**src/design/fpClassPkg.sv**
```systemverilog
package fpClassPkg;

	// ====================
	// binary32 layout
	// ====================
	// sign at the top, then the biased exponent, then the stored mantissa
	localparam int fpWid   = 32;	// whole word
	localparam int expMsb  = 7;	// exponent field is expMsb+1 = 8 bits
	localparam int fracMsb = 22;	// mantissa field is fracMsb+1 = 23 bits

	// ====================
	// vector shape
	// ====================
	localparam int numLanes = 4;	// words per vector
	localparam int laneIdxW = 2;	// wide enough to index numLanes

	// ====================
	// class code
	// ====================
	// one-hot, same bit meaning as the risc-v fclass result
	localparam int classW = 10;

	// negative side
	localparam int clsNegInf  = 0;	// -inf
	localparam int clsNegNorm = 1;	// negative normal
	localparam int clsNegSub  = 2;	// negative subnormal
	localparam int clsNegZero = 3;	// -0

	// positive side
	localparam int clsPosZero = 4;	// +0
	localparam int clsPosSub  = 5;	// positive subnormal
	localparam int clsPosNorm = 6;	// positive normal
	localparam int clsPosInf  = 7;	// +inf

	// NaNs ignore the sign
	localparam int clsSnan = 8;	// signalling, mantissa msb clear
	localparam int clsQnan = 9;	// quiet, mantissa msb set

	// quick sanity relations
	// classW covers clsNegInf..clsQnan
	// numLanes is a power of two so the lane index wraps on its own

endpackage

```
**src/design/fpLaneLoader.sv**
```systemverilog
module fpLaneLoader (
	input  logic clk,
	input  logic rstN,
	input  logic [fpClassPkg::fpWid-1:0] wordIn,	// one binary32 word
	input  logic wordValid,	// strobe, one per word
	output logic [fpClassPkg::numLanes*fpClassPkg::fpWid-1:0] laneWord,	// lane 0 in low bits
	output logic loadCe	// one cycle per full vector
);
	import fpClassPkg::*;

	// ====================
	// staging
	// ====================
	logic [laneIdxW-1:0] laneIdx;	// lane the next word lands in
	logic [numLanes-1:0][fpWid-1:0] stage;	// partially filled vector
	logic [numLanes-1:0][fpWid-1:0] stageNext;	// stage with this cycle's word merged in
	logic lastLane;	// current word completes the vector

	assign lastLane = (laneIdx == laneIdxW'(numLanes - 1));

	// drop the incoming word into its slot
	always_comb begin
		stageNext = stage;
		if (wordValid)
			stageNext[laneIdx] = wordIn;
	end

	// ====================
	// data path
	// ====================
	always_ff @(posedge clk) begin
		stage <= stageNext;
		// hand the full vector over, staging is free to refill next cycle
		if (wordValid && lastLane)
			laneWord <= stageNext;	// includes the word arriving now
	end

	// ====================
	// control
	// ====================
	always_ff @(posedge clk) begin
		if (!rstN) begin
			laneIdx <= '0;
			loadCe <= 1'b0;
		end else begin
			loadCe <= wordValid && lastLane;	// lanes capture on the next edge
			if (wordValid)
				laneIdx <= lastLane ? '0 : laneIdx + 1'b1;	// round-robin
		end
	end

endmodule

```
**src/design/fpDecompReg.sv**
```systemverilog
module fpDecompReg (
	input  logic clk,
	input  logic ce,	// capture enable
	input  logic [fpClassPkg::fpWid-1:0] i,	// raw binary32 word
	output logic [fpClassPkg::fpWid-1:0] o,	// registered copy of i
	output logic sgn,
	output logic [fpClassPkg::expMsb:0] exp,	// biased exponent
	output logic [fpClassPkg::fracMsb:0] man,	// stored mantissa
	output logic [fpClassPkg::fracMsb+1:0] fract,	// mantissa with hidden bit
	output logic xz,	// exponent zero, denormal or zero
	output logic mz,	// mantissa zero
	output logic vz,	// value zero
	output logic inf,	// all-ones exponent, zero mantissa
	output logic xinf,	// all-ones exponent
	output logic qnan,	// quiet nan
	output logic snan,	// signalling nan
	output logic nan	// any nan
);
	import fpClassPkg::*;

	// ====================
	// field split
	// ====================
	logic [expMsb:0] expIn;
	logic [fracMsb:0] manIn;
	logic expZero;
	logic manZero;
	logic expOnes;

	assign expIn = i[fpWid-2:fracMsb+1];	// between sign and mantissa
	assign manIn = i[fracMsb:0];
	assign expZero = ~|expIn;
	assign manZero = ~|manIn;
	assign expOnes = &expIn;	// inf or nan

	// ====================
	// registered outputs
	// ====================
	// flags come straight from the input fields so every
	// output belongs to the same captured word
	always_ff @(posedge clk) begin
		if (ce) begin
			o <= i;
			sgn <= i[fpWid-1];
			exp <= expIn;
			man <= manIn;
			fract <= {~expZero, manIn};	// hidden bit only for normals

			xz <= expZero;
			mz <= manZero;
			vz <= expZero & manZero;	// +0 or -0
			inf <= expOnes & manZero;
			xinf <= expOnes;

			// nan split on the mantissa msb
			qnan <= expOnes & manIn[fracMsb];
			snan <= expOnes & ~manIn[fracMsb] & ~manZero;	// payload must be nonzero
			nan <= expOnes & ~manZero;
		end
	end

endmodule

```
**src/design/fpClassMerge.sv**
```systemverilog
module fpClassMerge (
	input  logic clk,
	input  logic rstN,
	input  logic laneCe,	// lanes capture on the coming edge
	input  logic [fpClassPkg::numLanes-1:0] laneSgn,
	input  logic [fpClassPkg::numLanes-1:0] laneXz,
	input  logic [fpClassPkg::numLanes-1:0] laneMz,
	input  logic [fpClassPkg::numLanes-1:0] laneVz,
	input  logic [fpClassPkg::numLanes-1:0] laneInf,
	input  logic [fpClassPkg::numLanes-1:0] laneQnan,
	input  logic [fpClassPkg::numLanes-1:0] laneSnan,
	input  logic [fpClassPkg::numLanes-1:0] laneNan,
	output logic [fpClassPkg::numLanes*fpClassPkg::classW-1:0] classVec,	// lane 0 low
	output logic anySnan,
	output logic anyNan,
	output logic outValid
);
	import fpClassPkg::*;

	logic [numLanes-1:0][classW-1:0] classNext;	// one-hot code per lane
	logic snanNext;
	logic nanNext;
	logic laneVld;	// lane registers hold a fresh vector

	// ====================
	// per-lane class
	// ====================
	always_comb begin
		classNext = '0;
		for (int l = 0; l < numLanes; l++) begin
			if (laneSnan[l])
				classNext[l][clsSnan] = 1'b1;
			else if (laneQnan[l] || laneNan[l])
				classNext[l][clsQnan] = 1'b1;	// any nan left over is quiet
			else if (laneInf[l])
				classNext[l][laneSgn[l] ? clsNegInf : clsPosInf] = 1'b1;
			else if (laneVz[l])
				classNext[l][laneSgn[l] ? clsNegZero : clsPosZero] = 1'b1;
			else if (laneXz[l] && !laneMz[l])
				classNext[l][laneSgn[l] ? clsNegSub : clsPosSub] = 1'b1;	// denormal
			else
				classNext[l][laneSgn[l] ? clsNegNorm : clsPosNorm] = 1'b1;
		end
	end

	// ====================
	// summary flags
	// ====================
	always_comb begin
		snanNext = 1'b0;
		nanNext = 1'b0;
		for (int l = 0; l < numLanes; l++) begin
			snanNext = snanNext | classNext[l][clsSnan];
			nanNext = nanNext | classNext[l][clsSnan] | classNext[l][clsQnan];
		end
	end

	// ====================
	// output stage
	// ====================
	always_ff @(posedge clk) begin
		if (!rstN) begin
			laneVld <= 1'b0;
			outValid <= 1'b0;
		end else begin
			laneVld <= laneCe;	// lanes updated on this edge
			outValid <= laneVld;	// single-cycle pulse, two edges after laneCe
		end
	end

	// results load once per vector
	always_ff @(posedge clk) begin
		if (laneVld) begin
			classVec <= classNext;
			anySnan <= snanNext;
			anyNan <= nanNext;
		end
	end

endmodule

```
**src/design/fpClassVec.sv**
```systemverilog
module fpClassVec (
	input  logic clk,
	input  logic rstN,
	input  logic [fpClassPkg::fpWid-1:0] wordIn,
	input  logic wordValid,	// one strobe per word
	output logic [fpClassPkg::numLanes*fpClassPkg::classW-1:0] classVec,	// lane 0 low
	output logic anySnan,	// some lane is a signalling nan
	output logic anyNan,	// some lane is a nan
	output logic outValid	// one pulse per vector
);
	import fpClassPkg::*;

	// ====================
	// interconnect
	// ====================
	logic [numLanes*fpWid-1:0] laneWord;	// loader to lanes
	logic loadCe;	// lane capture enable
	logic [numLanes-1:0] laneSgn;	// lane flags to merge
	logic [numLanes-1:0] laneXz;
	logic [numLanes-1:0] laneMz;
	logic [numLanes-1:0] laneVz;
	logic [numLanes-1:0] laneInf;
	logic [numLanes-1:0] laneQnan;
	logic [numLanes-1:0] laneSnan;
	logic [numLanes-1:0] laneNan;

	// word strobe in, full vector out
	fpLaneLoader loader (
		.clk(clk),
		.rstN(rstN),
		.wordIn(wordIn),
		.wordValid(wordValid),
		.laneWord(laneWord),
		.loadCe(loadCe)
	);

	// one decomposer per lane, field outputs not needed here
	for (genvar g = 0; g < numLanes; g++) begin : genLane
		fpDecompReg decomp (
			.clk(clk),
			.ce(loadCe),
			.i(laneWord[g*fpWid +: fpWid]),
			.o(),
			.sgn(laneSgn[g]),
			.exp(),
			.man(),
			.fract(),
			.xz(laneXz[g]),
			.mz(laneMz[g]),
			.vz(laneVz[g]),
			.inf(laneInf[g]),
			.xinf(),
			.qnan(laneQnan[g]),
			.snan(laneSnan[g]),
			.nan(laneNan[g])
		);
	end

	// flags to class codes and summary
	fpClassMerge merge (
		.clk(clk),
		.rstN(rstN),
		.laneCe(loadCe),
		.laneSgn(laneSgn),
		.laneXz(laneXz),
		.laneMz(laneMz),
		.laneVz(laneVz),
		.laneInf(laneInf),
		.laneQnan(laneQnan),
		.laneSnan(laneSnan),
		.laneNan(laneNan),
		.classVec(classVec),
		.anySnan(anySnan),
		.anyNan(anyNan),
		.outValid(outValid)
	);

endmodule

```
**config.mk**
```make
export PLATFORM = sky130hd
export DESIGN_NAME = fpClassVec
export DESIGN_NICKNAME = d
export VERILOG_FILES = /design/src/design/fpClassPkg.sv /design/src/design/fpLaneLoader.sv /design/src/design/fpDecompReg.sv /design/src/design/fpClassMerge.sv /design/src/design/fpClassVec.sv
export SDC_FILE = /design/constraint.sdc
export NUM_CORES = 1
export LEC_CHECK = 0
export BUFFER_PORTS_ARGS = -buffer_cell sky130_fd_sc_hd__buf_2
export CAP_MARGIN = 5
export CORE_UTILIZATION = 56
export CTS_BUF_LIST = sky130_fd_sc_hd__clkbuf_4
export CTS_CLUSTER_DIAMETER = 60
export DETAILED_ROUTE_END_ITERATION = 10
export PLACE_DENSITY = 0.78
export SETUP_SLACK_MARGIN = 0.1
export SLEW_MARGIN = 20
export SYNTH_ARGS = -nofsm -noshare
export SYNTH_HDL_FRONTEND = slang
export SYNTH_SLANG_ARGS = --single-unit
```
**constraint.sdc**
```tcl
create_clock -name clk -period 4 [get_ports clk]
set_input_delay 0.8 -clock clk [delete_from_list [all_inputs] [get_ports clk]]
set_output_delay 0.8 -clock clk [all_outputs]
set_load 0.1 [all_outputs]
```
[After elaboration in Yosys (flattened, before gate mapping)]
Cells that the tools add are included.
W data, S select, Z words.
Storage, ports and cells
  word-level logic and storage cells: 257
  flip-flop bits (word level): 335
  input port bits: 35
Operators by class
  equal/unequal tests: 1
  $add $sub $neg: 1
  muxes and demuxes: 81
  reductions and logical operators: 54
  bitwise logic cells: 38
  $lt $le $gt $ge: 34
Operators by type and width (number)
  $ge A32 B1 Y1 const B: 16
  $lt A32 B6 Y1 const B: 16
  $bwmux W128: 1
  $mux W128: 1
  $mux W10: 12
  $reduce_or A23 Y1: 4
  $demux W1 S4: 16
  $demux W32 S2: 1
  $mux W3: 16
  $mux W9: 4
  $mux W32: 1
  $reduce_and A8 Y1: 4
  $reduce_or A8 Y1: 4
  $mux W1: 28
  $and A1 B1 Y1: 24
  $logic_and A1 B1 Y1: 22
  $logic_not A1 Y1: 12
  $or A1 B1 Y1: 10
  $reduce_or A2 Y1: 4
  $logic_or A1 B1 Y1: 4
  $not A1 Y1: 4
  $lt A2 B3 Y1 const B: 1
  $add A2 B1 Y2 const B: 1
  $eq A2 B2 Y1 const B: 1
  2 further kinds: 2

[Longest topological paths before layout]
  word-level depth: 17
  mapped depth: 5
  mapped depth without buffers: 4

[Hierarchy]
Synthesis repeated with hierarchy kept, for this count alone.
Unflattened totals
  cells, all modules: 1004
  area total of the unflattened synthesis: 17640.7 sq um
Modules (own cells, without submodules)
  fpLaneLoader: seq. area each 6466.2 sq um, instances 1, cells an instance 417, area each 8647.0 sq um
  fpDecompReg: seq. area each 1231.2 sq um, instances 4, cells an instance 119, area each 1805.5 sq um
  fpClassMerge: seq. area each 1301.2 sq um, instances 1, cells an instance 111, area each 1771.7 sq um

[Worst setup path before layout]
OpenSTA, ideal clock, no wires.
  path type: input to register
  start point: in wordValid
  end point: reg loader.laneWord[0] in the netlist's numbering, enable pin
  stages: 4
  path slack: -171 ps
  required time: 3519 ps
  path buffers: 2
  data arrival time: 3690 ps
  setup time: 481 ps
  path through: buf_4 nand2_2 buf_2 inv_1
On the way
  longest elaborated chain between the ends: 1
RTL lines
  start: declaration: RTL line fpClassVec.sv:5  | input logic wordValid,
  $logic_and A1 B1 Y1: RTL line fpLaneLoader.sv:34  | if (wordValid && lastLane)
  end signal: assignment: RTL line fpLaneLoader.sv:35  | laneWord <= stageNext;
  end: declaration: RTL line fpLaneLoader.sv:6  | output logic [fpClassPkg::numLanes*fpClassPkg::fpWid-1:0] laneWord,
No other way between the ends.
A chain may end at the register's enable or synchronous reset.

[Worst setup path in the final report]
  start point: reg merge.classVec[4] in the netlist's numbering
  end point: out classVec[4] in the netlist's numbering
RTL lines
  start: declaration: RTL line fpClassMerge.sv:13  | output logic [fpClassPkg::numLanes*fpClassPkg::classW-1:0] classVec,
  start signal: assignment: RTL line fpClassMerge.sv:74  | classVec <= classNext;
  end: declaration: RTL line fpClassVec.sv:6  | output logic [fpClassPkg::numLanes*fpClassPkg::classW-1:0] classVec,
No word-level cell between the ends.

==> out/qor.txt <==
================================================================================
First DRT Iteration DRCs                                                     293
Number of buffers inserted to repair setup after CTS                           0
Cells resized by post-CTS repair                                               0
Fin crit period                                                          2.26 ns
Placeable Area                                                        19700 um^2
Share of the synthesized area in the top cell type                         53.1%
Highest ir drop seen on vdd                                             0.351 mV
Fill cell count                                                             1354
Quantity of hold-fixing buffers added after cts                                0
Type of origin of the critical path                                         flop
Number of antenna violations at the first check in global routing              1
Layout cell share with drive strength beyond 1                             40.8%
Port Buffers                                                                  77
Clock tree root buffer cell                                         sky130_fd_sc_hd__clkbuf_4
Worst-path clk slew                                                      0.06 ns
Most area-hungry cell type in the Yosys netlist                     sky130_fd_sc_hd__edfxtp_1
Number of slew-limit violations in the final report                            0
DIE AREA                                                              21000 um^2
Worst-case clock skew                                                  0.0486 ns
Pin count of the biggest net entering global routing                          51
RePlAce Congestion                                                         0.787
Total power per unit cell area                                       583 nW/um^2
Count of flip-flops with a built-in enable after synthesis                   202
Headroom to the max-slew limit                                             40.0%
Synthesized instance count                                                   666
GRT Overall Usage                                                          19.7%
Peak fanout along the critical path                                            1
Setup TNS Final                                                             0 ns
Least-Margin Pin Slew                                                   0.900 ns
First-pass GRT wire length                                              30500 um
Arrival time at the worst endpoint                                       1.46 ns
Maximum achievable frequency                                             443 MHz
Maximum single-stage delay on the critical path                          0.43 ns
Fraction of the yosys area taken by sequential cells                       76.5%
Seq cells post-synth                                                         335
Vias in the first global route                                              6102
Utilization of the core after routing                                      66.6%
Unrepaired setup endpoints after global routing                               no
Leakage component of the power                                           4.87 nW
FP Rows                                                                       51
Initial standard-cell utilization of the core                              57.9%
Cell-by-cell trace of the critical path                                    buf_2
Commonest register cell after synthesis                             sky130_fd_sc_hd__edfxtp_1
Share of synthesized flip-flops with an asynchronous set or reset             0%
Crit Path Class                                                       reg -> out
Mean area per synthesized cell                                         17.1 um^2
TritonCTS clock tree                                                       built
Routed via count                                                            5952
Avg Vias per Cell                                                           5.17
Half-perimeter wire length of the detailed placement result             13200 um
Synthesis Warnings                                                             0
Die height                                                                145 um
Number of top-level design ports                                              78
CP required                                                              3.20 ns
Remaining antenna violation count after routing                                0
Horizontal die dimension                                                  145 um
Slowest stage cell on the critical path                             sky130_fd_sc_hd__buf_2
Worst-Skew Late Latency                                                  0.69 ns
TritonCTS Buffers                                                             80
Total gr overflow                                                              0
Post-detailed-route DRC marker count                                           0
Setup violation total in the final timing report                               0
Total count of hold-check failures in the final report                         0
Buffer and inverter count on the worst path                                    1
Depth of the CTS H-tree                                                        3
Nature of the critical path endpoint                                  output pin
Net count after synthesis                                                    705
Family with the most delay on the worst path                        buffers and inverters
Dominant cells by area after synthesis                              sky130_fd_sc_hd__edfxtp_1 (53%), sky130_fd_sc_hd__dfxtp_1 (23%), sky130_fd_sc_hd__mux2_2 (13%), sky130_fd_sc_hd__nor4_1 (1.6%), sky130_fd_sc_hd__nor2_1 (1.3%)
Path type of the worst min-delay path                                  in -> reg
Post-synthesis to final-layout area growth                                 15.1%
Number of different library cells in the post-synthesis netlist               27
Wirelength, routed                                                      19500 um
Max clock buf depth                                                            3
TritonRoute pass-1 iters                                                       5
Drt wl/cell                                                              16.9 um
Fraction of the cycle the final worst path needs                           56.4%
Post-Synthesis Cell Area                                              11400 um^2
Max capacitance violation total                                                0
Outcome                                                                completed
Clock sink count                                                             335
# nets final                                                                 859
================================================================================
cell usage in the layout (no fill, tap or decap), types with 2 or more instances in the layout:
cell and count:
sky130_fd_sc_hd__a211oi_1 4, sky130_fd_sc_hd__a21oi_1 4, sky130_fd_sc_hd__and2_1 6, sky130_fd_sc_hd__and3_1 13
sky130_fd_sc_hd__and4_1 4, sky130_fd_sc_hd__buf_2 77, sky130_fd_sc_hd__buf_4 7, sky130_fd_sc_hd__clkbuf_4 125
sky130_fd_sc_hd__clkinv_1 17, sky130_fd_sc_hd__dfxtp_1 132, sky130_fd_sc_hd__diode_2 2, sky130_fd_sc_hd__edfxtp_1 202
sky130_fd_sc_hd__ha_1 4, sky130_fd_sc_hd__inv_1 6, sky130_fd_sc_hd__inv_2 2, sky130_fd_sc_hd__mux2_2 128
sky130_fd_sc_hd__mux2i_1 2, sky130_fd_sc_hd__nand2_1 16, sky130_fd_sc_hd__nand2b_1 7, sky130_fd_sc_hd__nand3b_1 3
sky130_fd_sc_hd__nand4_1 13, sky130_fd_sc_hd__nor2_1 40, sky130_fd_sc_hd__nor2_4 4, sky130_fd_sc_hd__nor2b_1 7
sky130_fd_sc_hd__nor3_1 13, sky130_fd_sc_hd__nor4_1 29, sky130_fd_sc_hd__or2_2 4, sky130_fd_sc_hd__or4_4 8
through the flow:
step	cell area (um^2)	hold slack [ns]	worst slack, ns	power, mW	instances
after floorplan	11400	0.400	0.413	4.83	666
after global placement	12100	0.404	1.50	4.91	1003
after detailed placement	12100	0.405	1.42	5.01	1003
after CTS	13100	0.362	1.69	7.74	1149
after global routing	13100	0.385	1.65	8.01	1150
final	13100	0.410	1.74	7.66	1151
cells in the mapped netlist, types with 8 or more instances:
library cell / instances
sky130_fd_sc_hd__edfxtp_1: 202
sky130_fd_sc_hd__buf_6: 9
sky130_fd_sc_hd__nor4_1: 29
sky130_fd_sc_hd__nand4_1: 13
sky130_fd_sc_hd__nor2_1: 40
sky130_fd_sc_hd__nand2_1: 16
sky130_fd_sc_hd__dfxtp_1: 133
sky130_fd_sc_hd__and3_1: 13
sky130_fd_sc_hd__nor3_1: 13
sky130_fd_sc_hd__or4_4: 8
sky130_fd_sc_hd__mux2_2: 128
state kept, by name, indices dropped and copies added (netlist names), 4 cells and up:
name and cells:
genLane.decomp.nan 4, genLane.decomp.snan 4, genLane.decomp.qnan 4, genLane.decomp.inf 4, genLane.decomp.xz 4, merge.classVec 40
genLane.decomp.vz 4, loader.laneWord 128, genLane.decomp.sgn 4, genLane.decomp.mz 4, loader.stage 128
path summary, 6_finish.rpt:
check        slack, ns                    end  depth (start not counted)           startpoint
max               1.74            classVec[4]                          1    merge.classVec[4]
min               0.41       loader.stage[22]                          2           wordIn[22]
max reg2reg       1.80    loader.laneWord[57]                          5    loader.laneIdx[1]
min reg2reg       0.42  genLane[0].decomp.sgn                          0  loader.laneWord[31]
area by class of cell:
| cell class | instances | area [um^2] | share of cell area [%] |
|---|---|---|---|
| Antenna cell | 2 | 5.00 | 0.0381 |
| Clock buffer | 125 | 938 | 7.14 |
| Clock inverter | 21 | 106 | 0.810 |
| Inverter | 7 | 30.0 | 0.229 |
| Multi-Input combinational cell | 311 | 2540 | 19.3 |
| Sequential cell | 335 | 8730 | 66.5 |
| Tap cell | 265 | 332 | 2.52 |
| Timing Repair Buffer | 85 | 458 | 3.49 |
power by group:
group | internal [mW] | switching [mW]
combinational | 0.341 | 0.273
sequential | 4.20 | 0.110
clock | 1.49 | 1.25
logic make-up after synthesis:
logic type | count (synthesis) | share of synthesized area [%]
compound gates | 8 | 0.438
buf+inv | 20 | 1.32
fa+ha+maj | 4 | 0.438
flops | 335 | 76.5
mux | 130 | 12.8
simple gates | 169 | 8.55
layer usage:
layer	wire length, um	share of wire (%)	GRT usage, %
met5	0	0	0
met4	335	1.7	9.20
met3	946	4.9	5.03
met2	10000	51	33.6
met1	8200	42	23.6
Power figures use the tool's default switching activity.
